File: src/rtl/dcache_cfg_pkg.sv
/*
 Data cache geometry
 Line layout, address fields and the tag store entry format
*/
package dcache_cfg_pkg;

   localparam int ADDR_W     = 12;
   localparam int WORD_BYTES = 4;
   localparam int LINE_WORDS = 4;
   localparam int SETS       = 16;
   localparam int WAYS       = 2;

   // Address fields, from the top: tag, index, word offset, byte offset
   localparam int OFFSET_W = $clog2(LINE_WORDS);
   localparam int INDEX_W  = $clog2(SETS);
   localparam int TAG_W    = ADDR_W - INDEX_W - OFFSET_W - $clog2(WORD_BYTES);

   typedef logic [ADDR_W-1:0]   addr_t;
   typedef logic [INDEX_W-1:0]  index_t;
   typedef logic [OFFSET_W-1:0] beat_t;
   typedef logic [TAG_W-1:0]    tag_t;
   typedef logic [WAYS-1:0]     way_vec_t;

   // One entry per set and way
   typedef struct packed {
      logic valid;
      logic dirty;
      tag_t tag;
   } tag_entry_t;

endpackage
File: src/rtl/dcache_beat_counter.sv
/*
 Sweep and beat counter
 Walks all sets during boot, otherwise the words of one line
*/
`timescale 1ns/1ns

module dcache_beat_counter (
   input  logic                    clk,
   input  logic                    i_arst_n,
   input  logic                    i_boot,
   input  logic                    i_clear,
   input  logic                    i_step,
   output dcache_cfg_pkg::index_t  o_count,
   output logic                    o_wrap
);

   dcache_cfg_pkg::index_t last;

   // Last value before returning to zero
   assign last = i_boot ? dcache_cfg_pkg::index_t'(dcache_cfg_pkg::SETS - 1)
                        : dcache_cfg_pkg::index_t'(dcache_cfg_pkg::LINE_WORDS - 1);

   assign o_wrap = i_step && !i_clear && (o_count == last);

   always_ff @(posedge clk or negedge i_arst_n)
   begin
      if (!i_arst_n)
         o_count <= '0;
      else if (i_clear)
         o_count <= '0;
      else if (i_step)
      begin
         if (o_wrap)
            o_count <= '0;
         else
            o_count <= o_count + 1'b1;
      end
   end

endmodule

File: config.mk
export PLATFORM = sky130hd
export DESIGN_NAME = dcache_beat_counter
export DESIGN_NICKNAME = d
export VERILOG_FILES = /design/src/rtl/dcache_cfg_pkg.sv /design/src/rtl/dcache_beat_counter.sv
export SDC_FILE = /design/constraint.sdc
export NUM_CORES = 1
export LEC_CHECK = 0
export BUFFER_PORTS_ARGS = -buffer_cell sky130_fd_sc_hd__buf_4
export CELL_PAD_IN_SITES_DETAIL_PLACEMENT = 0
export CELL_PAD_IN_SITES_GLOBAL_PLACEMENT = 1
export CORE_AREA = 2 2 39 41
export DETAILED_ROUTE_END_ITERATION = 6
export DIE_AREA = 0 0 41 43
export GPL_TIMING_DRIVEN = 1
export HOLD_SLACK_MARGIN = 0.02
export PLACE_DENSITY_LB_ADDON = 0.1
export SYNTH_ARGS = -nofsm -noshare
export SYNTH_HDL_FRONTEND = slang
export SYNTH_SLANG_ARGS = --single-unit
File: constraint.sdc
create_clock -name clk -period 3.6 [get_ports clk]
set_clock_uncertainty 0.05 [all_clocks]
set_input_delay 0.36 -clock clk [delete_from_list [all_inputs] [get_ports clk]]
set_output_delay 0.36 -clock clk [all_outputs]
set_load 0.01 [all_outputs]
Word level (Yosys, flattened, before mapping)
Cells that the tools add are included.
- magnitude comparators: 0
- muxes and demuxes: 4
- equal/unequal tests: 1
- div/mod/pow operators: 0
- $mul: 0
- $add $sub $neg: 1
- bitwise operators: 0
- reduce and logical (&&, ||, !) cells: 4
- shift operators: 0
- operators with widths (cell ; count):
    two-way mux 4 bit ; 4
    adder 4 x 1 -> 4 bit (second input constant) ; 1
    == test 4 bit ; 1
    logical AND 1 bit ; 2
    nonzero test 2 bit ; 1
    zero test 1 bit ; 1
- register bits after elaboration: 4
- memories kept: 0
- logic and storage cells: 11
- memory bits (writable): 0
- output and inout port bits: 5
- input port bits: 5
- memory bits (read-only): 0
- bits in latches: 0

Logic depth before layout (Yosys ltp)
- depth after elaboration: 6
- depth in mapped cells: 4
- depth with buffers taken out: 4

Least setup slack after synthesis
OpenSTA, ideal clock, no wires.
- kind: register -> output
- from: register o_count[2]
- to: output port o_wrap
- data required time: 3.190 ns
- path slack: 1.999 ns
- path buffers: 0
- cell stages (with the launch flop): 3
- data arrival time: 1.191 ns
- cell sequence: dfrtp_1 or3_1 a211oi_1
- longest elaborated chain between the ends: 2
- ends and longest elaborated chain (what ; RTL line ; text):
    start, declared ; dcache_beat_counter.sv:13 ; output dcache_cfg_pkg::index_t o_count,
    start signal, assigned ; dcache_beat_counter.sv:36 ; o_count <= o_count + 1'b1;
    == test 4 bit ; dcache_beat_counter.sv:23 ; assign o_wrap = i_step && !i_clear && (o_count == last);
    logical AND 1 bit ; dcache_beat_counter.sv:23 ;
    end, declared ; dcache_beat_counter.sv:14 ; output logic o_wrap
Every way passes these cells.

Worst setup path in the final report
Same ends and word-level chain as after synthesis.

==> results by group <==
Run status
  • Status: completed

Job
  • Max capacitance violation total: 0

Timing
  • Worst-Margin Slew: around 0.24 ns
  • Number of setup violations in the final report: 0
  • Minimum clock period: between 1.5 and 2 ns
  • RSZ-0062 raised after global routing: no
  • Hold WS: 0.269 ns
  • Final hold vios: 0
  • Final period util: 52.1%
  • Setup_tns: 0 ns
  • Max Clock Freq: about 0.53 GHz
  • Slew Viols, Final: 0
  • Slew headroom: 83.6%

Synth
  • Post-synthesis compound-gate area fraction: around 17%
  • Yosys warns: 0
  • Synth async-reset ratio: 100%
  • Seq/Total Area, Yosys: between 40% and 50%
  • Synthesized-area fraction occupied by adder cells: under 10%
  • Syn nets: 30
  • Post-synth top area share: 44.9%
  • Syn Inst Count: 24
  • Syn Area/Cell: between 9 and 10 um^2
  • Largest area contributor in the netlist: dfrtp_1
  • Synth Cell Area: about 220 um^2
  • Simple-Gate Fraction of Synth Area: a little under a quarter
  • Mux cell area share after synthesis: 4.49%
  • Ys flop type: dfrtp_1
  • Largest family of logic cells by synthesized area: simple AND/OR/NAND/NOR gates
  • Seq cells post-synth: 4
  • Synth unique cells: 14
  • Synth area leaders: dfrtp_1, or3_1, nand2_1, ha_1, a21oi_1
  • Post-synth EDFFs: 0
  • Synth top cells by count: dfrtp_1, nand2_1, or3_1
  • XOR/XNOR Fraction of Synth Area: slightly below 4%

Setup path
  • Critical Path AT: roughly 1.5 ns
  • Critical Path RT: roughly 3.2 ns
  • Critical Path Sink Type: output port
  • Crit Path Max Fanout: 6
  • Worst Setup Start Kind: flop
  • R2R setup slack: roughly 2.3 ns
  • Critical path type: flop to output port

CTS
  • Post-CTS setup buffer count: 0
  • Worst-path clk slew: 0.04 ns
  • Max clock buf depth: 2
  • Htree depth: 1
  • Clock Latency Late Sink: about 0.23 ns
  • TritonCTS buffer count: 3
  • TritonCTS Sinks: 4
  • Root buf cell: clkbuf_4
  • CTS resizes: 0
  • Hold buffers post-CTS: 1
  • CTS tree: built

Layout
  • Diodes inserted: 0
  • Max reg flops: 4
  • Ratio of cells with drive above 1 in the final layout: between 30% and 40%
  • Design Area, Final: between 300 and 400 um^2
  • Top reg by flops: o_count
  • Biggest regs: o_count (4)
  • Area delta synth->final: 53.9%
  • Fin nets: 45

Route
  • Post-route DRC: 0
  • Drt first pass iters: 2
  • Via density: roughly 4.4
  • Via count: 231
  • Drt total wl: a little over 600 um
  • Starting DRC count in detailed routing: 3
  • Routed len/inst: between 10 and 15 um
  • Antenna Nets Post-Route: 0

Floorplan
  • Core ar.: 1380 um^2
  • Die span in y: 43 um
  • Site Rows: 14
  • Die width: between 40 and 50 um
  • Starting Density: between 10% and 20%
  • Die Area: 1760 um^2
  • Ports: 10

Power
  • Max VDD drop: about 0.23 mV
  • Cell Pwr Density: between 300 and 400 nW/um^2
  • Static Leak: 0.155 nW

Global route
  • Number of global-route vias before repair: 232
  • First-pass GRT wire length: about 1000 um
  • Pin count of the biggest net entering global routing: 7
  • Gr ovfl total: 0
  • Initial antenna violation count: 0
  • Gr usage total: a little under a tenth

Place
  • Routability congestion estimate: roughly 0.63
  • Placed Area: between 300 and 400 um^2
  • IO Port Bufs: 9
  • Post-DP HPWL: ~480 um

Worst hold path
  • HP Class: primary input to flop
[worst paths after layout]
kind                       cells after the start          to  startpoint
min in group asynchronous                      2  o_count[2]    i_arst_n
hold / removal                                 2  o_count[3]     i_clear
max in group asynchronous                      2  o_count[1]    i_arst_n
setup reg to reg                               4  o_count[2]  o_count[1]
hold reg to reg                                2  o_count[3]  o_count[3]
setup / recovery                               3      o_wrap  o_count[2]
[power breakdown]
group,internal (W),switching (W)
Combinational,0.0000110,0.00000877
Sequential,0.0000475,0.00000392
Clock,0.0000372,0.0000168
Total,0.0000957,0.0000295
[layer usage]
| metal | vias to the layer above | GRT usage (%) | routed length [um] |
|---|---|---|---|
| met3 | 0 | 6.28 | 46 |
| met5 | - | 0 | 0 |
| met4 | 0 | 4.00 | 0 |
| met1 | 107 | 11.1 | 263 |
| li1 | 115 | - | - |
| met2 | 9 | 11.9 | 298 |
[worst max-delay path, cell delays in order, from the launching register on]
cell,delay [ns]
dfrtp_1,0.43
or3_1,0.40
a211oi_1,0.24
buf_4,0.16
[layout by cell type, fill, tap and decap left out, types with 2 or more instances in the layout]
cell,Yosys,routed
a21oi_1,2,2
nand2_1,4,4
or3_1,3,3
buf_4,0,9
nor2_1,2,2
clkbuf_4,0,3
dfrtp_1,4,4
[stage by stage]
stage	setup slack, ns	util [%]	std cells	power (W)
2_1_floorplan	2.00	-	24	0.0000589
3_3_place_gp	1.93	22.4	49	0.0000709
3_5_place_dp	1.92	22.4	49	0.0000714
4_1_cts	1.71	24.8	53	0.000129
5_1_grt	1.61	24.8	53	0.000135
6_report	1.72	24.8	53	0.000125
[cell families after synthesis]
logic type,Yosys count
AO/OA/AOI/OAI,6
multiplexers,1
AND/OR/NAND/NOR,11
flip-flops,4
adder cells (fa/ha/maj),1
XOR/XNOR,1
[layout make-up]
type	count	area (um^2)
clock buffers	3	22.5
fillers	168	1040
multi-input cells	20	123
flip-flops and latches	4	100
well taps	16	20.0
repair buffers	10	77.6
Note: power is estimated with default switching activity, not from simulation.
