<file path="src/rtl/dcache_store.sv">
/*
 Cache storage array
 One read and one write port, registered read, write-first on
 an address collision
*/
`timescale 1ns/1ns

module dcache_store #(
   parameter type T     = logic [31:0],
   parameter int  DEPTH = 16
) (
   input  logic                     clk,
   input  logic                     i_re,
   input  logic [$clog2(DEPTH)-1:0] i_raddr,
   input  logic                     i_we,
   input  logic [$clog2(DEPTH)-1:0] i_waddr,
   input  T                         i_wdata,
   output T                         o_rdata
);

   T mem [DEPTH];

   always_ff @(posedge clk)
   begin
      if (i_we)
         mem[i_waddr] <= i_wdata;
   end

   // Output holds while no read is issued
   always_ff @(posedge clk)
   begin
      if (i_re)
      begin
         if (i_we && (i_waddr == i_raddr))
            o_rdata <= i_wdata;
         else
            o_rdata <= mem[i_raddr];
      end
   end

   a_waddr_known: assert property (@(posedge clk) i_we |-> !$isunknown(i_waddr));

endmodule

</file>
<file path="config.mk">
export PLATFORM = sky130hd
export DESIGN_NAME = dcache_store
export DESIGN_NICKNAME = d
export VERILOG_FILES = /design/src/rtl/dcache_store.sv
export SDC_FILE = /design/constraint.sdc
export NUM_CORES = 1
export LEC_CHECK = 0
export ABC_AREA = 1
export BUFFER_PORTS_ARGS = -buffer_cell sky130_fd_sc_hd__buf_2
export CAP_MARGIN = 15
export CORE_UTILIZATION = 35
export DETAILED_ROUTE_END_ITERATION = 8
export SETUP_SLACK_MARGIN = 0.4
export SYNTH_ARGS = -nofsm -noshare
export SYNTH_HDL_FRONTEND = slang
export SYNTH_SLANG_ARGS = --single-unit
export TNS_END_PERCENT = 50
</file>
<file path="constraint.sdc">
create_clock -name clk -period 2.8 [get_ports clk]
set_input_delay 0.56 -clock clk [delete_from_list [all_inputs] [get_ports clk]]
set_output_delay 0.56 -clock clk [all_outputs]
set_load 0.02 [all_outputs]
</file>
# == After elaboration in Yosys (flattened, before gate mapping) ==
# Memories as Yosys holds them, arrays and structs flattened. A register that Yosys moved wholly into a read port is not among the register bits.
# Index checks and enable logic that the tools add are counted.
# totals
out_inout_bits,32
mem_count,1
register_bits,0
wordCells,3
mem_bits_rw,512
# memory_table
memory,words,word_bits,read_ports,rd_ports_with_merged_regs,wr,line_no,rtl
mem,16,32,1,1,1,21,T mem [DEPTH];
# op_classes
mux,2
# ops
operator,count
1-bit 2-to-1 mux,2

# == Longest topological paths before layout ==
# logic_depth
word_depth,2
ltp_mapped,12
ltp_nobuf,9

# == Least setup slack after synthesis ==
# Ideal clock, no wire load.
# synth_timing
path_kind,input to register
start,input port i_waddr[0]
end,"memory mem[4][0] (netlist bit), enable pin"
path_stages,3
n_path_buf,0
t_arrival_ns,2.143
path_slack_ns,0.236
path_cell_list,inv_1 -> nand2_1 -> nor2_1
# synth_lines
item,line_no,rtl
start: declaration,16,"input logic [$clog2(DEPTH)-1:0] i_waddr,"
end: declaration,21,
# No word-level cell before the write port.

# == Worst setup path after layout ==
# layout_timing
start,register o_rdata[3] (netlist bit) (read register of mem)
end,output port o_rdata[3] (netlist bit)
# layout_lines
item,line_no,rtl
start: declaration,18,output T o_rdata
# No word-level cell between the ends.

==> run summary <==
Status = complete, no violations
Std cell rows = 92
Count of TritonRoute iterations in the first routing pass = 6
Total number of vias = 14300
Count of nets after finishing = 1970
Pin count of the biggest net entering global routing = 97
Layout overhead on the synthesized area = 13.8%
Clk pwr share = 39.6%
Post-detailed-placement cell area = 23600 sq um
Largest stage delay on the critical path = 460 ps
Routed metal-1 wirelength = 25200 um
Clock root buffer master = sky130_fd_sc_hd__clkbuf_16
Slew at the pin closest to its max-slew limit = 676 ps
Post-route DRC violation count = 0
Number of warnings reported in the yosys synthesis log = 0
Initial antenna violation count = 0
Highest metal used = met5
Detailed-routed wire length on met3 = 4750 um
Final count of pins violating max slew = 0
Register-to-Register Setup Slack = 1460 ps
Type of element launching the critical path = flop
CP delay by family, top = flip-flops
Fraction of final layout cells with drive strength greater than 1 = 10.7%
Layout Utilization = 40.2%
Post-CTS Hold Fix Bufs = 0
Path type of the worst min-delay path = in -> reg
Leakage component of the power = 9.24 nW
Post-CTS setup buffers = 0
Distinct cell type count after synthesis = 20
Critical-path cell with the highest stage delay = sky130_fd_sc_hd__edfxtp_1
Worst setup EP type = output pin
Final total negative setup slack = 0 ps
Maximum VDD drop = 0.436 mV
Final Hold Vio Count = 0
Data required time of the critical path = 2240 ps
Core area = 63000 sq um
Half-perimeter wire length after placement = 29000 um
Residual overflow from global routing = 0
Count of buffers from port buffering = 74
Syn Inst Count = 1867
Filler Cell Count = 5912
Final cycle utilization of the critical path = 65.8%
Portion of total power attributed to sequential cells = 53.4%
Power density normalized to cell area = 684 nW/um^2
Area of all placed cells without fillers = 25300 sq um
Clock Skew = 25.0 ps
Relative max-transition margin = 54.9%
Routed wire length = 57900 um
Final setup fails = 0
Number of buffers on the longest clock path = 3
Power consumption = 17.3 mW
H-tree depth reported by CTS = 2
Critical setup path kind = reg -> out
Worst-Skew Late Latency = 620 ps
CP Data Arrival Time = 1280 ps
Worst hold slack = 339 ps
CP Cell Sequence = buf_2
Switching power total = 3.90 mW
# Max-Cap Violations = 0
Min Tclk post-route = 1840 ps
Switching part of the total power = 22.6%
Proportion of synthesized chip area in sequential cells = 73.5%
Ratio of routed vias to standard cells = 5.09
Maximum operating frequency = 543 MHz
Die boundary width = 254 um
Post-route ant nets = 0
Register bit count reported by yosys = 544
Placer congestion estimate = 0.789
Die H = 254 um
Clock transition at the registers of the reported paths = 60 ps
Wire length on met2 = 26800 um
Via count of the first global-routing pass = 13900
Syn_area_per_cell = 11.9 sq um
Number of nets produced by synthesis = 1910
CTS sink cnt = 544
RSZ-0062 raised after global routing = false
Wire length of the first global-routing pass = 86900 um
Int Power = 13.4 mW
Clock tree from TritonCTS = built
Crit-path max FO = 1
Detailed-route wire length per cell = 20.6 um
Synthesized cell area = 22200 sq um
Total Routing Usage GR = 18.1%
Die ar. = 64500 sq um
Effective utilization at floorplan = 35.3%
Buf/Inv on CP = 1
Power share of the combinational group = 7.1%
Number of clock buffers inserted by TritonCTS = 56
DRT iter0 DRCs = 1564
Inserted Diodes = 0
Resized cells post-CTS = 0
I/O pins = 75
## power groups by stage
| stage | sequential (mW) | combinational, mW | clock [mW] |
|---|---|---|---|
| after floorplan | 9.45 | 0.684 | 0 |
| after global placement | 9.40 | 1.22 | 0 |
| after detailed placement | 9.40 | 1.23 | 0 |
| after CTS | 9.24 | 1.23 | 6.97 |
| after global routing | 9.25 | 1.35 | 7.26 |
| final | 9.23 | 1.22 | 6.85 |
## worst paths after layout
check	start	to	cells after the start
worst max register to register	mem[7][29]$_DFFE_PP_	o_rdata[29]$_DFFE_PP_	8
worst min-delay path	i_wdata[10]	mem[0][10]$_DFFE_PP_	1
worst max-delay path	o_rdata[3]$_DFFE_PP_	o_rdata[3]	1
worst min register to register	mem[2][7]$_DFFE_PP_	o_rdata[7]$_DFFE_PP_	8
## cell type report
class | count | area (sq um) | area share [%]
flip-flops and latches | 544 | 16300 | 64.6
multi-input cells | 1184 | 5170 | 20.4
clock buffers | 78 | 1510 | 5.95
well taps | 846 | 1060 | 4.18
repair buffers | 120 | 1000 | 3.95
clock inverters | 18 | 144 | 0.569
inverters | 21 | 86.3 | 0.341
## stage by stage
stage                     cells  setup WS, ps
after floorplan            1867           236
after global placement     2715           581
after detailed placement   2715           553
after CTS                  2811           893
after global routing       2811           905
final                      2811           957
## synthesized netlist by cell type
cell / instances / share of area (%)
sky130_fd_sc_hd__nand2_1: 742 / 13
sky130_fd_sc_hd__nand4_1: 32 / 0.90
sky130_fd_sc_hd__nand3_1: 388 / 8.7
sky130_fd_sc_hd__buf_12: 1 / 0.090
sky130_fd_sc_hd__inv_4: 1 / 0.028
sky130_fd_sc_hd__buf_8: 1 / 0.068
sky130_fd_sc_hd__clkbuf_4: 3 / 0.10
sky130_fd_sc_hd__inv_1: 19 / 0.32
sky130_fd_sc_hd__clkbuf_1: 13 / 0.22
sky130_fd_sc_hd__a21oi_2: 2 / 0.079
sky130_fd_sc_hd__o22ai_1: 2 / 0.056
sky130_fd_sc_hd__inv_2: 1 / 0.017
sky130_fd_sc_hd__buf_4: 13 / 0.44
sky130_fd_sc_hd__buf_2: 55 / 1.2
sky130_fd_sc_hd__buf_6: 25 / 1.3
sky130_fd_sc_hd__nor2_1: 16 / 0.27
sky130_fd_sc_hd__buf_1: 7 / 0.12
sky130_fd_sc_hd__o21ai_1: 1 / 0.022
sky130_fd_sc_hd__edfxtp_1: 544 / 73
sky130_fd_sc_hd__nand3_2: 1 / 0.045
## state kept, by name (all words and copies together), names as in the netlist
signal	cells
mem	512
o_rdata	32
## cell families after synthesis
group,after synthesis,synth area share (%)
simple gates,1179,22.5
flops,544,73.5
buf+inv,139,3.91
compound gates,5,0.158
## cells in the final DEF (no fill, tap or decap), types with 2 or more instances in the layout
master / Yosys / final
sky130_fd_sc_hd__a21oi_4: 0 / 2
sky130_fd_sc_hd__buf_12: 1 / 22
sky130_fd_sc_hd__buf_2: 55 / 72
sky130_fd_sc_hd__buf_4: 13 / 25
sky130_fd_sc_hd__bufinv_16: 0 / 2
sky130_fd_sc_hd__clkbuf_1: 13 / 21
sky130_fd_sc_hd__clkbuf_16: 0 / 57
sky130_fd_sc_hd__clkinv_1: 0 / 8
sky130_fd_sc_hd__clkinv_2: 0 / 4
sky130_fd_sc_hd__edfxtp_1: 544 / 544
sky130_fd_sc_hd__inv_1: 19 / 17
sky130_fd_sc_hd__inv_2: 1 / 2
sky130_fd_sc_hd__inv_6: 0 / 3
sky130_fd_sc_hd__nand2_1: 742 / 742
sky130_fd_sc_hd__nand3_1: 388 / 388
sky130_fd_sc_hd__nand4_1: 32 / 32
sky130_fd_sc_hd__nor2_4: 0 / 16
sky130_fd_sc_hd__o22ai_1: 2 / 2
## per-layer routing
| layer | global-route usage, % | vias to the layer above |
|---|---|---|
| met3 | 3.10 | 83 |
| met4 | 4.99 | 2 |
| met2 | 28.7 | 584 |
| met5 | 0.386 | - |
| met1 | 25.5 | 6995 |
| li1 | - | 6658 |
Power figures use the tool's default switching activity.
