$ cat src/rtl/dcache_cfg_pkg.sv
/*
 Data cache geometry
 Line layout, address fields and the tag store entry format
*/
package dcache_cfg_pkg;

   localparam int ADDR_W     = 12;
   localparam int WORD_BYTES = 4;
   localparam int LINE_WORDS = 4;
   localparam int SETS       = 16;
   localparam int WAYS       = 2;

   // Address fields, from the top: tag, index, word offset, byte offset
   localparam int OFFSET_W = $clog2(LINE_WORDS);
   localparam int INDEX_W  = $clog2(SETS);
   localparam int TAG_W    = ADDR_W - INDEX_W - OFFSET_W - $clog2(WORD_BYTES);

   typedef logic [ADDR_W-1:0]   addr_t;
   typedef logic [INDEX_W-1:0]  index_t;
   typedef logic [OFFSET_W-1:0] beat_t;
   typedef logic [TAG_W-1:0]    tag_t;
   typedef logic [WAYS-1:0]     way_vec_t;

   // One entry per set and way
   typedef struct packed {
      logic valid;
      logic dirty;
      tag_t tag;
   } tag_entry_t;

endpackage
$ cat src/rtl/dcache_way_select.sv
/*
 Way selection
 Tag compare for both ways and the round-robin victim pointer
*/
`timescale 1ns/1ns

module dcache_way_select (
   input  logic                          clk,
   input  logic                          i_arst_n,
   input  dcache_cfg_pkg::tag_entry_t    i_entry0,
   input  dcache_cfg_pkg::tag_entry_t    i_entry1,
   input  dcache_cfg_pkg::tag_t          i_tag,
   input  logic                          i_advance,
   output dcache_cfg_pkg::way_vec_t      o_hit_vec,
   output logic                          o_hit,
   output dcache_cfg_pkg::way_vec_t      o_victim,
   output logic                          o_victim_dirty
);

   dcache_cfg_pkg::way_vec_t victim_q;
   dcache_cfg_pkg::way_vec_t line_dirty;

   assign o_hit_vec[0] = i_entry0.valid && (i_entry0.tag == i_tag);
   assign o_hit_vec[1] = i_entry1.valid && (i_entry1.tag == i_tag);
   assign o_hit        = |o_hit_vec;

   // Only a valid line can need a writeback
   assign line_dirty[0] = i_entry0.valid && i_entry0.dirty;
   assign line_dirty[1] = i_entry1.valid && i_entry1.dirty;

   assign o_victim       = victim_q;
   assign o_victim_dirty = |(victim_q & line_dirty);

   // One-hot pointer, rotates once per completed refill
   always_ff @(posedge clk or negedge i_arst_n)
   begin
      if (!i_arst_n)
         victim_q <= dcache_cfg_pkg::way_vec_t'(1);
      else if (i_advance)
         victim_q <= {victim_q[dcache_cfg_pkg::WAYS-2:0], victim_q[dcache_cfg_pkg::WAYS-1]};
   end

   a_hit_onehot: assert property (@(posedge clk) disable iff (!i_arst_n)
      $onehot0(o_hit_vec));

endmodule

$ cat config.mk
export PLATFORM = sky130hd
export DESIGN_NAME = dcache_way_select
export DESIGN_NICKNAME = d
export VERILOG_FILES = /design/src/rtl/dcache_cfg_pkg.sv /design/src/rtl/dcache_way_select.sv
export SDC_FILE = /design/constraint.sdc
export NUM_CORES = 1
export LEC_CHECK = 0
export BUFFER_PORTS_ARGS = -buffer_cell sky130_fd_sc_hd__buf_2
export CORE_AREA = 2 2 39 41
export DETAILED_ROUTE_END_ITERATION = 6
export DIE_AREA = 0 0 41 43
export MAX_ROUTING_LAYER = met4
export SETUP_SLACK_MARGIN = 0.1
export SYNTH_ARGS = -nofsm -noshare
export SYNTH_HDL_FRONTEND = slang
export SYNTH_SLANG_ARGS = --single-unit
$ cat constraint.sdc
create_clock -name clk -period 1.3 [get_ports clk]
set_clock_uncertainty 0.05 [all_clocks]
set_input_delay 0.39 -clock clk [delete_from_list [all_inputs] [get_ports clk]]
set_output_delay 0.39 -clock clk [all_outputs]
set_load 0.005 [all_outputs]
### Yosys cells after proc, flatten, opt, wreduce, memory -nomap -nowiden

Index checks and enable logic that the tools add are counted.

* register bits: 2
* input bits: 19
* output and inout bits: 6
* logic and storage cells: 10

* equality and inequality tests: 2
* bitwise logic cells: 1
* reduce and logical (&&, ||, !) cells: 6

Operators with widths (number)
* $eq A4 B4 Y1: 2
* $logic_and A1 B1 Y1: 4
* $reduce_or A2 Y1: 2
* $and A2 B2 Y2: 1

### Depth between registers and ports, before layout

* word-level depth: 3
* gate-level depth with buffers: 4
* gate-level depth less buffers: 4

### Worst setup path before layout

No wires, ideal clock.

* path type: in2out
* start point: in i_tag[1]
* end point: out o_hit
* arrival: 1.005 ns
* data required time: 0.860 ns
* slack: -0.145 ns
* stages on the path: 3
* path buffers: 0
* path through: xor2_1 nor4_2 or2_1

* longest elaborated chain between the ends: 3
* elaborated cells between the ends (all ways): 5
* classes of those cells: eq/ne (2); reduce/logical (3)

RTL lines
* from (decl): RTL line dcache_way_select.sv:12 `input dcache_cfg_pkg::tag_t i_tag,`
* $eq A4 B4 Y1: RTL line dcache_way_select.sv:23 `assign o_hit_vec[0] = i_entry0.valid && (i_entry0.tag == i_tag);`
* $logic_and A1 B1 Y1: RTL line dcache_way_select.sv:23
* via o_hit_vec[0]: RTL line dcache_way_select.sv:14 `output dcache_cfg_pkg::way_vec_t o_hit_vec,`
* $reduce_or A2 Y1: RTL line dcache_way_select.sv:25 `assign o_hit = |o_hit_vec;`
* to (decl): RTL line dcache_way_select.sv:15 `output logic o_hit,`

The timed path passes the listed nets, and every way through them passes these cells.

### Worst setup path after layout

* start point: in i_entry0[1] (netlist bit)
* end point: out o_hit

* longest elaborated chain between the ends: 3

RTL lines
* from (decl): RTL line dcache_way_select.sv:10 `input dcache_cfg_pkg::tag_entry_t i_entry0,`
* $eq A4 B4 Y1: RTL line dcache_way_select.sv:23
* $logic_and A1 B1 Y1: RTL line dcache_way_select.sv:23
* $reduce_or A2 Y1: RTL line dcache_way_select.sv:25

No other way between the ends.

==> impl_metrics.env <==
export IMPL_ys_ff_latch=2
export IMPL_fill_cells=154
export IMPL_p_per_area_mw_per_mm2=664
export IMPL_numCtsBuffers=3
export IMPL_die_area_mm2=0.00176
export IMPL_synth_nets=39
export IMPL_wire_per_inst_um=9.19
export IMPL_reg2reg_depth=3
export IMPL_rsz0062_at_grt="yes"
export IMPL_grt_max_degree=4
export IMPL_synth_mux_area_share_pct=11.5
export IMPL_synthXorXnorAreaFrac_pct=35.7
export IMPL_die_x_um=41
export IMPL_met2_length_um=346
export IMPL_top_layer="met4"
export IMPL_endpoint="o_hit"
export IMPL_violations="negative setup slack"
export IMPL_finalHoldViolations=0
export IMPL_worstSkewPairLatency_ps=230
export IMPL_avgSynthCellArea_um2=9.82
export IMPL_finalCritPeriodShare_pct=123
export IMPL_setup_tns_final_ps=-955
export IMPL_ant_nets=0
export IMPL_layout_nets=72
export IMPL_drt_iter0_markers=1
export IMPL_r2r_end="o_victim[1]"
export IMPL_cap_violations=0
export IMPL_seq_area_um2=51.3
export IMPL_syn_to_final_growth_pct=134
export IMPL_critPathRequiredTime_ps=860
export IMPL_synth_top_family_by_area="XOR/XNOR gates"
export IMPL_die_h_um=43
export IMPL_setup_ws_ps=-303
export IMPL_relSlewSlack_pct=84.9
export IMPL_place_gp_congestion=0.667
export IMPL_synth_simple_gate_area_share_pct=26.8
export IMPL_grt_pass1_vias=270
export IMPL_synth_compound_area_share_pct=0
export IMPL_period_minus_slack_ps=1600
export IMPL_grt_usage_pct=8.75
export IMPL_synth_area_um2=196
export IMPL_clockBufferDepth=2
export IMPL_worst_pin_slew_ps=225
export IMPL_vias=270
export IMPL_h_tree_depth=1
export IMPL_start_kind="input pin"
export IMPL_port_buffers=24
export IMPL_vdd_drop_max_mv=0.565
export IMPL_synth_cell_types=9
export IMPL_crit_path_end_kind="output port"
export IMPL_antenna_found_initial=0
export IMPL_grt_pass1_wl_um=966
export IMPL_yosysSeqAreaShare_pct=26.1
export IMPL_ys_warnings_count=0
export IMPL_critical_path_arrival_ps=1160
export IMPL_drc=0
export IMPL_io_pin_count=25
export IMPL_path_clk_slew_ps=30
export IMPL_initial_core_util_pct=14.2
export IMPL_gr_total_overflow=0
export IMPL_rows=14
export IMPL_coreArea_mm2=0.00138
export IMPL_largest_reg_flops=2
export IMPL_startpoint="i_entry0[1]"
export IMPL_wirelength_um=625
export IMPL_setup_viol=5
export IMPL_diodes=0
export IMPL_cp_max_fo=2
export IMPL_synth_fa_ha_area_share_pct=0
export IMPL_root_buffer="clkbuf_4"
export IMPL_cts_sinks=2
export IMPL_drt_pass1_iter_count=4
export IMPL_r2r_setup_slack_ps=290
export IMPL_status="finished with violations"
export IMPL_avgViaCountPerCell=3.97
export IMPL_wl_met1_um=195
export IMPL_r2r_start="o_victim[0]"
export IMPL_wl_met3_um=66
export IMPL_hp_start="i_advance"
export IMPL_crit_type="input pin to output port"
export IMPL_cts_tree="built"
export IMPL_hold_class="input pin to register"
export IMPL_drive_gt1_share_pct=75.0
export IMPL_dp_hpwl_um=489
export IMPL_multiInputGateArea_um2=173
export IMPL_total_power_mw=0.306
export IMPL_p_leak_nw=0.247
export IMPL_syn_instance_count=20
export IMPL_maxSlewViolCount=0
export IMPL_fmax_mhz=624
## power breakdown
group          internal, mW  switching, mW
registers            0.0628              0
logic                0.0523         0.0346
clock network         0.114         0.0417
total                 0.229         0.0762
## layout make-up
cell class / instances / area share (%)
Timing Repair Buffer: 28 / 41.3
Multi-Input combinational cell: 18 / 37.5
Sequential cell: 2 / 11.1
Clock buffer: 4 / 5.71
Tap cell: 16 / 4.35
## worst min path at each step
stage | end | slack, ps | depth (start not counted)
after detailed placement | o_victim[1] | 130 | 1
after global routing | o_victim[1] | 380 | 2
after floorplan | o_victim[1] | 40 | 0
after CTS | o_victim[1] | 370 | 2
final | o_victim[1] | 380 | 2
after global placement | o_victim[1] | 130 | 1
## cell usage after synthesis
cell type / n / area share (%)
dfrtp_1: 1 / 13
dfstp_2: 1 / 13
mux2_2: 2 / 11
nand2_1: 3 / 5.7
nand3_1: 2 / 5.1
nor4_2: 2 / 13
or2_1: 1 / 3.2
xnor2_1: 2 / 8.9
xor2_1: 6 / 27
## worst max-delay path, cell delays in order
cell	delay, ps
buf_6	90
xor2_2	160
nor4_2	280
or2_1	130
buf_2	100
## routing by layer
layer	track usage, %	vias to the layer above
li1	-	131
met1	7.74	117
met2	14.4	20
met3	1.57	2
met4	8.00	0
met5	-	-
## kinds of logic (layout without fill, tap and decap cells)
kind of cell / after synthesis / in the layout
mux: 2 / 2
flops: 2 / 2
simple gates: 8 / 8
xor+xnor: 8 / 8
buf+inv: 0 / 32
## placed cells by master (no fill, tap or decap), types with 2 or more instances in the layout
| cell type | instances |
|---|---|
| buf_2 | 18 |
| buf_6 | 6 |
| xor2_1 | 5 |
| nand2_1 | 3 |
| clkbuf_4 | 3 |
| buf_4 | 3 |
| xnor2_2 | 2 |
| nor4_2 | 2 |
| mux2_2 | 2 |
## repair_timing
action / CTS / global route
setup buffers: 3 / 0
setup endpoints to repair: 6 / 6
gates resized for setup: 9 / 3
endpoints found under the hold margin: 1 / 0
hold buffers: 1 / 0
pin swaps: 4 / 0
## through the flow
step	instance area [um^2]	setup WS (ps)	cells	utilization [%]	hold slack, ps
final	460	-303	68	33.3	377
after global routing	460	-355	68	33.3	378
after CTS	443	-322	68	32.0	370
after detailed placement	337	-350	60	24.3	126
after global placement	337	-339	60	24.3	126
after floorplan	196	-145	20	-	44.4
No activity file was read; power rests on OpenSTA's default activity.
