## src/rtl/dcache_ctrl_fsm.sv

```systemverilog
/*
 Cache controller
 Boot sweep, miss handling with writeback and refill, replay of
 the held request, and the memory bus handshakes
*/
`timescale 1ns/1ns

module dcache_ctrl_fsm (
   input  logic clk,
   input  logic i_arst_n,
   input  logic i_s2_valid,
   input  logic i_hit,
   input  logic i_victim_dirty,
   input  logic i_wrap,
   input  logic i_mem_cmd_ready,
   input  logic i_mem_wready,
   input  logic i_mem_rvalid,
   input  logic i_mem_rlast,
   input  logic i_mem_bvalid,
   output logic o_stall,
   output logic o_boot,
   output logic o_writeback,
   output logic o_refill,
   output logic o_replay,
   output logic o_cnt_clear,
   output logic o_cnt_step,
   output logic o_victim_advance,
   output logic o_mem_cmd_valid,
   output logic o_mem_cmd_write,
   output logic o_mem_wvalid,
   output logic o_mem_wlast,
   output logic o_mem_rready,
   output logic o_mem_bready
);

   typedef enum logic [2:0] {
      S_BOOT,
      S_IDLE,
      S_WRITEBACK,
      S_REFILL,
      S_REPLAY
   } state_t;

   state_t state_q;
   state_t state_d;
   logic   miss;
   logic   wb_start;
   logic   cmd_set;
   logic   cmd_write_d;
   logic   w_hs;
   logic   r_hs;
   logic   b_hs;
   logic   cmd_valid_q;
   logic   cmd_write_q;
   logic   wvalid_q;
   logic   wlast_q;

   assign miss     = i_s2_valid && !i_hit;
   assign wb_start = (state_q == S_IDLE) && miss && i_victim_dirty;
   assign w_hs     = wvalid_q && i_mem_wready;
   assign r_hs     = i_mem_rvalid && o_mem_rready;
   assign b_hs     = i_mem_bvalid && o_mem_bready;

   always_comb
   begin
      state_d     = state_q;
      cmd_set     = 1'b0;
      cmd_write_d = 1'b0;
      case (state_q)
         S_BOOT:
            if (i_wrap)
               state_d = S_IDLE;
         S_IDLE:
            if (miss)
            begin
               cmd_set     = 1'b1;
               cmd_write_d = i_victim_dirty;
               state_d     = i_victim_dirty ? S_WRITEBACK : S_REFILL;
            end
         S_WRITEBACK:
            if (b_hs)
            begin
               cmd_set = 1'b1;
               state_d = S_REFILL;
            end
         S_REFILL:
            if (r_hs && i_mem_rlast)
               state_d = S_REPLAY;
         default:
            state_d = S_IDLE;
      endcase
   end

   always_ff @(posedge clk or negedge i_arst_n)
   begin
      if (!i_arst_n)
      begin
         state_q     <= S_BOOT;
         cmd_valid_q <= 1'b0;
         cmd_write_q <= 1'b0;
         wvalid_q    <= 1'b0;
         wlast_q     <= 1'b0;
      end
      else
      begin
         state_q     <= state_d;
         cmd_valid_q <= cmd_set || (cmd_valid_q && !i_mem_cmd_ready);
         if (cmd_set)
            cmd_write_q <= cmd_write_d;
         // Data of beat 0 is read in the miss cycle, valid from the next
         if (wb_start)
            wvalid_q <= 1'b1;
         else if (w_hs && wlast_q)
            wvalid_q <= 1'b0;
         if ((state_q == S_WRITEBACK) && o_cnt_step && i_wrap)
            wlast_q <= 1'b1;
         else if (w_hs && wlast_q)
            wlast_q <= 1'b0;
      end
   end

   assign o_stall     = (state_q != S_IDLE) || miss;
   assign o_boot      = (state_q == S_BOOT);
   assign o_writeback = (state_q == S_WRITEBACK);
   assign o_refill    = (state_q == S_REFILL);
   assign o_replay    = (state_q == S_REPLAY);

   // Writeback reads run one word ahead of the bus
   assign o_cnt_step = o_boot || wb_start || r_hs || (o_writeback && w_hs && !wlast_q);
   assign o_cnt_clear      = (state_q == S_IDLE) && !wb_start;
   assign o_victim_advance = r_hs && i_mem_rlast;

   assign o_mem_cmd_valid = cmd_valid_q;
   assign o_mem_cmd_write = cmd_write_q;
   assign o_mem_wvalid    = wvalid_q;
   assign o_mem_wlast     = wlast_q;
   assign o_mem_rready    = o_refill;
   assign o_mem_bready    = o_writeback;

   a_cmd_hold: assert property (@(posedge clk) disable iff (!i_arst_n)
      o_mem_cmd_valid && !i_mem_cmd_ready |=> o_mem_cmd_valid && $stable(o_mem_cmd_write));

   a_w_hold: assert property (@(posedge clk) disable iff (!i_arst_n)
      o_mem_wvalid && !i_mem_wready |=> o_mem_wvalid && $stable(o_mem_wlast));

endmodule

```

## config.mk

```make
export PLATFORM = sky130hd
export DESIGN_NAME = dcache_ctrl_fsm
export DESIGN_NICKNAME = d
export VERILOG_FILES = /design/src/rtl/dcache_ctrl_fsm.sv
export SDC_FILE = /design/constraint.sdc
export NUM_CORES = 1
export LEC_CHECK = 0
export CAP_MARGIN = 20
export CORE_AREA = 5 5 42 44
export DETAILED_ROUTE_END_ITERATION = 8
export DIE_AREA = 0 0 47 49
export DONT_BUFFER_PORTS = 1
export GPL_TIMING_DRIVEN = 1
export SYNTH_ARGS = -nofsm -noshare
export SYNTH_HDL_FRONTEND = slang
export SYNTH_SLANG_ARGS = --single-unit
```

## constraint.sdc

```tcl
create_clock -name clk -period 1.2 [get_ports clk]
set_input_delay 0.18 -clock clk [delete_from_list [all_inputs] [get_ports clk]]
set_output_delay 0.18 -clock clk [all_outputs]
set_load 0.03 [all_outputs]
```

Yosys cells after proc, flatten, opt, wreduce, memory -nomap -nowiden --
Index checks and enable logic that the tools add are counted.
Cells by class: reductions and logical operators 27, equality and inequality tests 9, mux-type cells 14
Operators with widths (count):
- $logic_and 1x1->1 | 14
- $mux 3 | 4
- $pmux 3 s4 | 1
- $mux 1 | 8
- $eq 3x2->1 const B | 2
- $ne 2x2->1 const B | 3
- $logic_or 1x1->1 | 5
- $logic_not 1->1 | 4
- $reduce_and 4->1 | 1
- $reduce_bool 2->1 | 2
- $eq 3x1->1 const B | 1
- $eq 3x3->1 const B | 1
- $logic_not 3->1 | 1
- $ne 3x1->1 const B | 1
- $ne 2x1->1 const B | 1
- $pmux 1 s2 | 1
Word-level totals: logic and storage cells 55, register bits after elaboration 7, output and inout bits 14, input bits 11

Depth between registers and ports, before layout --
word-level depth 10, mapped depth 4, gate-level depth less buffers 3

Worst setup path after synthesis --
Ideal clock, no wire load.
path type register -> output, start reg wvalid_q (netlist: o_mem_wvalid), end out o_cnt_step, data required time 1.020 ns, arrival 1.621 ns, path buffers 0, slack -0.601 ns, stages on the path, launching flop included 4, cell sequence dfrtp_1 -> nand2_1 -> o21a_1 -> o311ai_1
Between the ends: longest elaborated chain between the ends 4
RTL lines:
- from (decl) | line 55 | logic wvalid_q;
- from (signal assigned) | line 101 | wvalid_q <= 1'b0;
- from (signal assigned) | line 112 | wvalid_q <= 1'b1;
- from (signal assigned) | line 114 | wvalid_q <= 1'b0;
- $logic_and 1x1->1 | line 60 | assign w_hs = wvalid_q && i_mem_wready;
- $logic_and 1x1->1 (2 in a row) | line 129 | assign o_cnt_step = o_boot || wb_start || r_hs || (o_writeback && w_hs && !wlast_q);
- $logic_or 1x1->1 | line 129
- to (decl) | line 26 | output logic o_cnt_step,
Every way passes these cells.

Final worst setup path --
start reg state_q[2], end out o_cnt_step
Between the ends: longest elaborated chain between the ends 6, elaborated cells on any way between the ends 12, those cells by class eq/ne: 3; reduce/logical: 9
RTL lines:
- from (decl) | line 44 | state_t state_q;
- from (signal assigned) | line 106 | state_q <= state_d;
- $eq 3x1->1 | line 59 | assign wb_start = (state_q == S_IDLE) && miss && i_victim_dirty;
- $logic_and 1x1->1 (2 in a row) | line 59
- $logic_or 1x1->1 (2 in a row) | line 129
- $logic_or 1x1->1 (*) | line 129
Every way passes the cells marked *; elsewhere a longest branch is shown, timed or not.

==> out/qor.csv <==
metric;value;unit
critical setup path kind;reg -> out;
share of layout cells above drive strength 1;0.736;
proportion of synthesized area in mux cells;0;
Cells after Synth;51;
DRT Pass-1 Iters;3;
most common cell after layout, fill and taps aside;buf_4;
Crit path arrival time;1.33;ns
CP cell instances;buf_4 -> o311ai_4 -> buf_12;
crit-path max FO;5;
Synth Area in Adders;0;
first-pass GRT wire length;2330;um
Post-Synth Simple-Gate Area;0.348;
Avg Vias per Cell;5.10;
Clock Skew;0.00360;ns
post-synthesis cell type count;29;
Slew Viols, Final;0;
initial DRC count;2;
pwr/cell area;2880;nW/um^2
Seq/Total Area, Yosys;0.355;
Synth async-reset ratio;1.00;
Die W;47;um
leak pwr;0.446;nW
number of enable flip-flop cells after synthesis;0;
fin nets;99;
failing checks;setup timing;
CP Launch Type;flip-flop;
final setup vio count;14;
initial antenna violation count;0;
most area-hungry cell type in the Yosys netlist;dfrtp_1;
top layer in use;met4;
final wirelength;1660;um
R2R cell count;5;
core area;1400;um^2
I/O pin total;25;
min Tclk post-route;1.51;ns
fin crit share;1.26;
Hold Path Class;in -> reg;
largest family of logic cells by synthesized area;simple AND/OR/NAND/NOR gates;
Worst-Margin Slew;0.321;ns
ant diodes;0;
WL met2;885;um
Max-Cap Viols;0;
slowest stage cell on the critical path;dfrtp_2;
critical path endpoint category;output pin;
synthesized area;493;um^2
Fin. Hold Viols;0;
most frequent cells in the layout;buf_4, buf_6, nand2_1;
Total GRT Usage;0.144;
Num Clock Sinks;7;
TritonCTS clock tree;done;
Hold Crit Depth;3;
DR WL met3;74;um
Starting Density;0.352;
post-synthesis compound-gate area fraction;0.213;
CTS Buffer Depth;2;
DRC viols;0;
vias in the first global route;525;
Synth Warn #;0;
wl on met1;638;um
unrepaired setup endpoints after global routing;yes;
routability cong.;0.722;
headroom to the max-slew limit;0.785;
gr ovfl total;0;
DR vias;525;
peak supply drop;1670;uV
Synth top area share;0.355;
synthesis-to-finish area growth;109;%
setup ws final;-0.312;ns
run status;finished with violations;
Highest Clock Rate;0.661;GHz
Synth Area in XOR/XNOR;0;
synthesis-stage register bit count;7;
area of the die;2300;um^2
H-tree depth;1;
number of cell rows;14;
port bufs;0;
Post-DP HPWL;1050;um
clock latency on the worst-skew pair;0.26;ns
WL per Instance;16.1;um
Die Y;49;um
root cell of the clock tree;clkbuf_4;
Avg Cell Area, Syn;9.67;um^2
Final TNS setup;-3.13;ns
total power;0.00296;W
post-synthesis net count;62;
pin count of the biggest net entering global routing;8;
Routed Antenna Nets;0;
ys flop type;dfrtp_1;
clock slew at reported path FFs;0.05;ns
Worst Path Required;1.02;ns
Worst path max stage delay;0.45;ns
Synth area leaders;dfrtp_1, a2111oi_4, nand2_1;
CTS buffer count;3;
-- power by group --
group | leakage [nW] | internal [W] | switching [W]
registers | 0.0832 | 0.000343 | 0.000164
clock network | 0.0150 | 0.000127 | 0.0000949
logic | 0.348 | 0.00113 | 0.00110
total | 0.446 | 0.00160 | 0.00136
-- layout make-up --
class / instances / area [um^2]
Clock buffer: 4 / 26.3
Inverter: 2 / 7.51
Multi-Input combinational cell: 38 / 429
Sequential cell: 7 / 180
Timing Repair Buffer: 36 / 365
Fill cell: 99 / 373
Tap cell: 16 / 20.0
-- repair_timing --
item | 4_1_cts | 5_1_grt
resized for setup | 17 | 15
pin swaps | 5 | 7
setup endpoints to repair | 13 | 15
hold buffers | 2 | 0
hold endpoints to repair | 8 | 0
setup buffers | 3 | 6
-- sequential cells by signal (all words and copies together), names as in the netlist --
| register | count |
|---|---|
| o_mem_cmd_valid | 1 |
| o_mem_cmd_write | 1 |
| o_mem_wlast | 1 |
| o_mem_wvalid | 1 |
| state_q | 3 |
-- metrics by stage --
stage / util / cells / setup WS (ns) / hold slack (ns) / instance area, um^2
after floorplan: - / 51 / -0.123 / -0.116 / 559
after global placement: 0.545 / 88 / -0.0810 / -0.115 / 763
after detailed placement: 0.545 / 88 / -0.0960 / -0.115 / 763
after CTS: 0.641 / 97 / -0.307 / 0.0947 / 898
after global routing: 0.734 / 103 / -0.355 / 0.121 / 1030
final: 0.734 / 103 / -0.312 / 0.104 / 1030
-- worst max-delay path: cells and delay by family (launching register included) --
kind            cells  cell delay (ns)
compound gates      1             0.31
buf+inv             2             0.32
flops               1             0.45
-- final timing paths --
check | end | slack [ns] | startpoint
min in group asynchronous | o_mem_wlast | 0.25 | i_arst_n
setup / recovery | o_cnt_step | -0.31 | state_q[2]
hold reg to reg | o_mem_cmd_valid | 0.53 | o_mem_cmd_valid
max in group asynchronous | o_mem_wvalid | 0.69 | i_arst_n
hold / removal | o_mem_wvalid | 0.10 | i_mem_wready
setup reg to reg | o_mem_cmd_write | -0.20 | state_q[0]
-- synth_stat cells (2+ instances only) --
library cell and count:
nand2_1 7, a21o_1 2, nand2b_1 2, dfrtp_1 7, nor2_1 4, a21oi_1 2, buf_4 3, nand3_1 3
-- routing by layer --
metal  track usage  vias up
li1              -      250
met1         0.176      252
met2         0.219       16
met3        0.0258        7
met4        0.0968        0
met5             0        -
-- cell families after synthesis --
logic type      Yosys count
compound gates           11
simple gates             27
flops                     7
buf+inv                   6
Note: power is estimated with default switching activity, not from simulation.
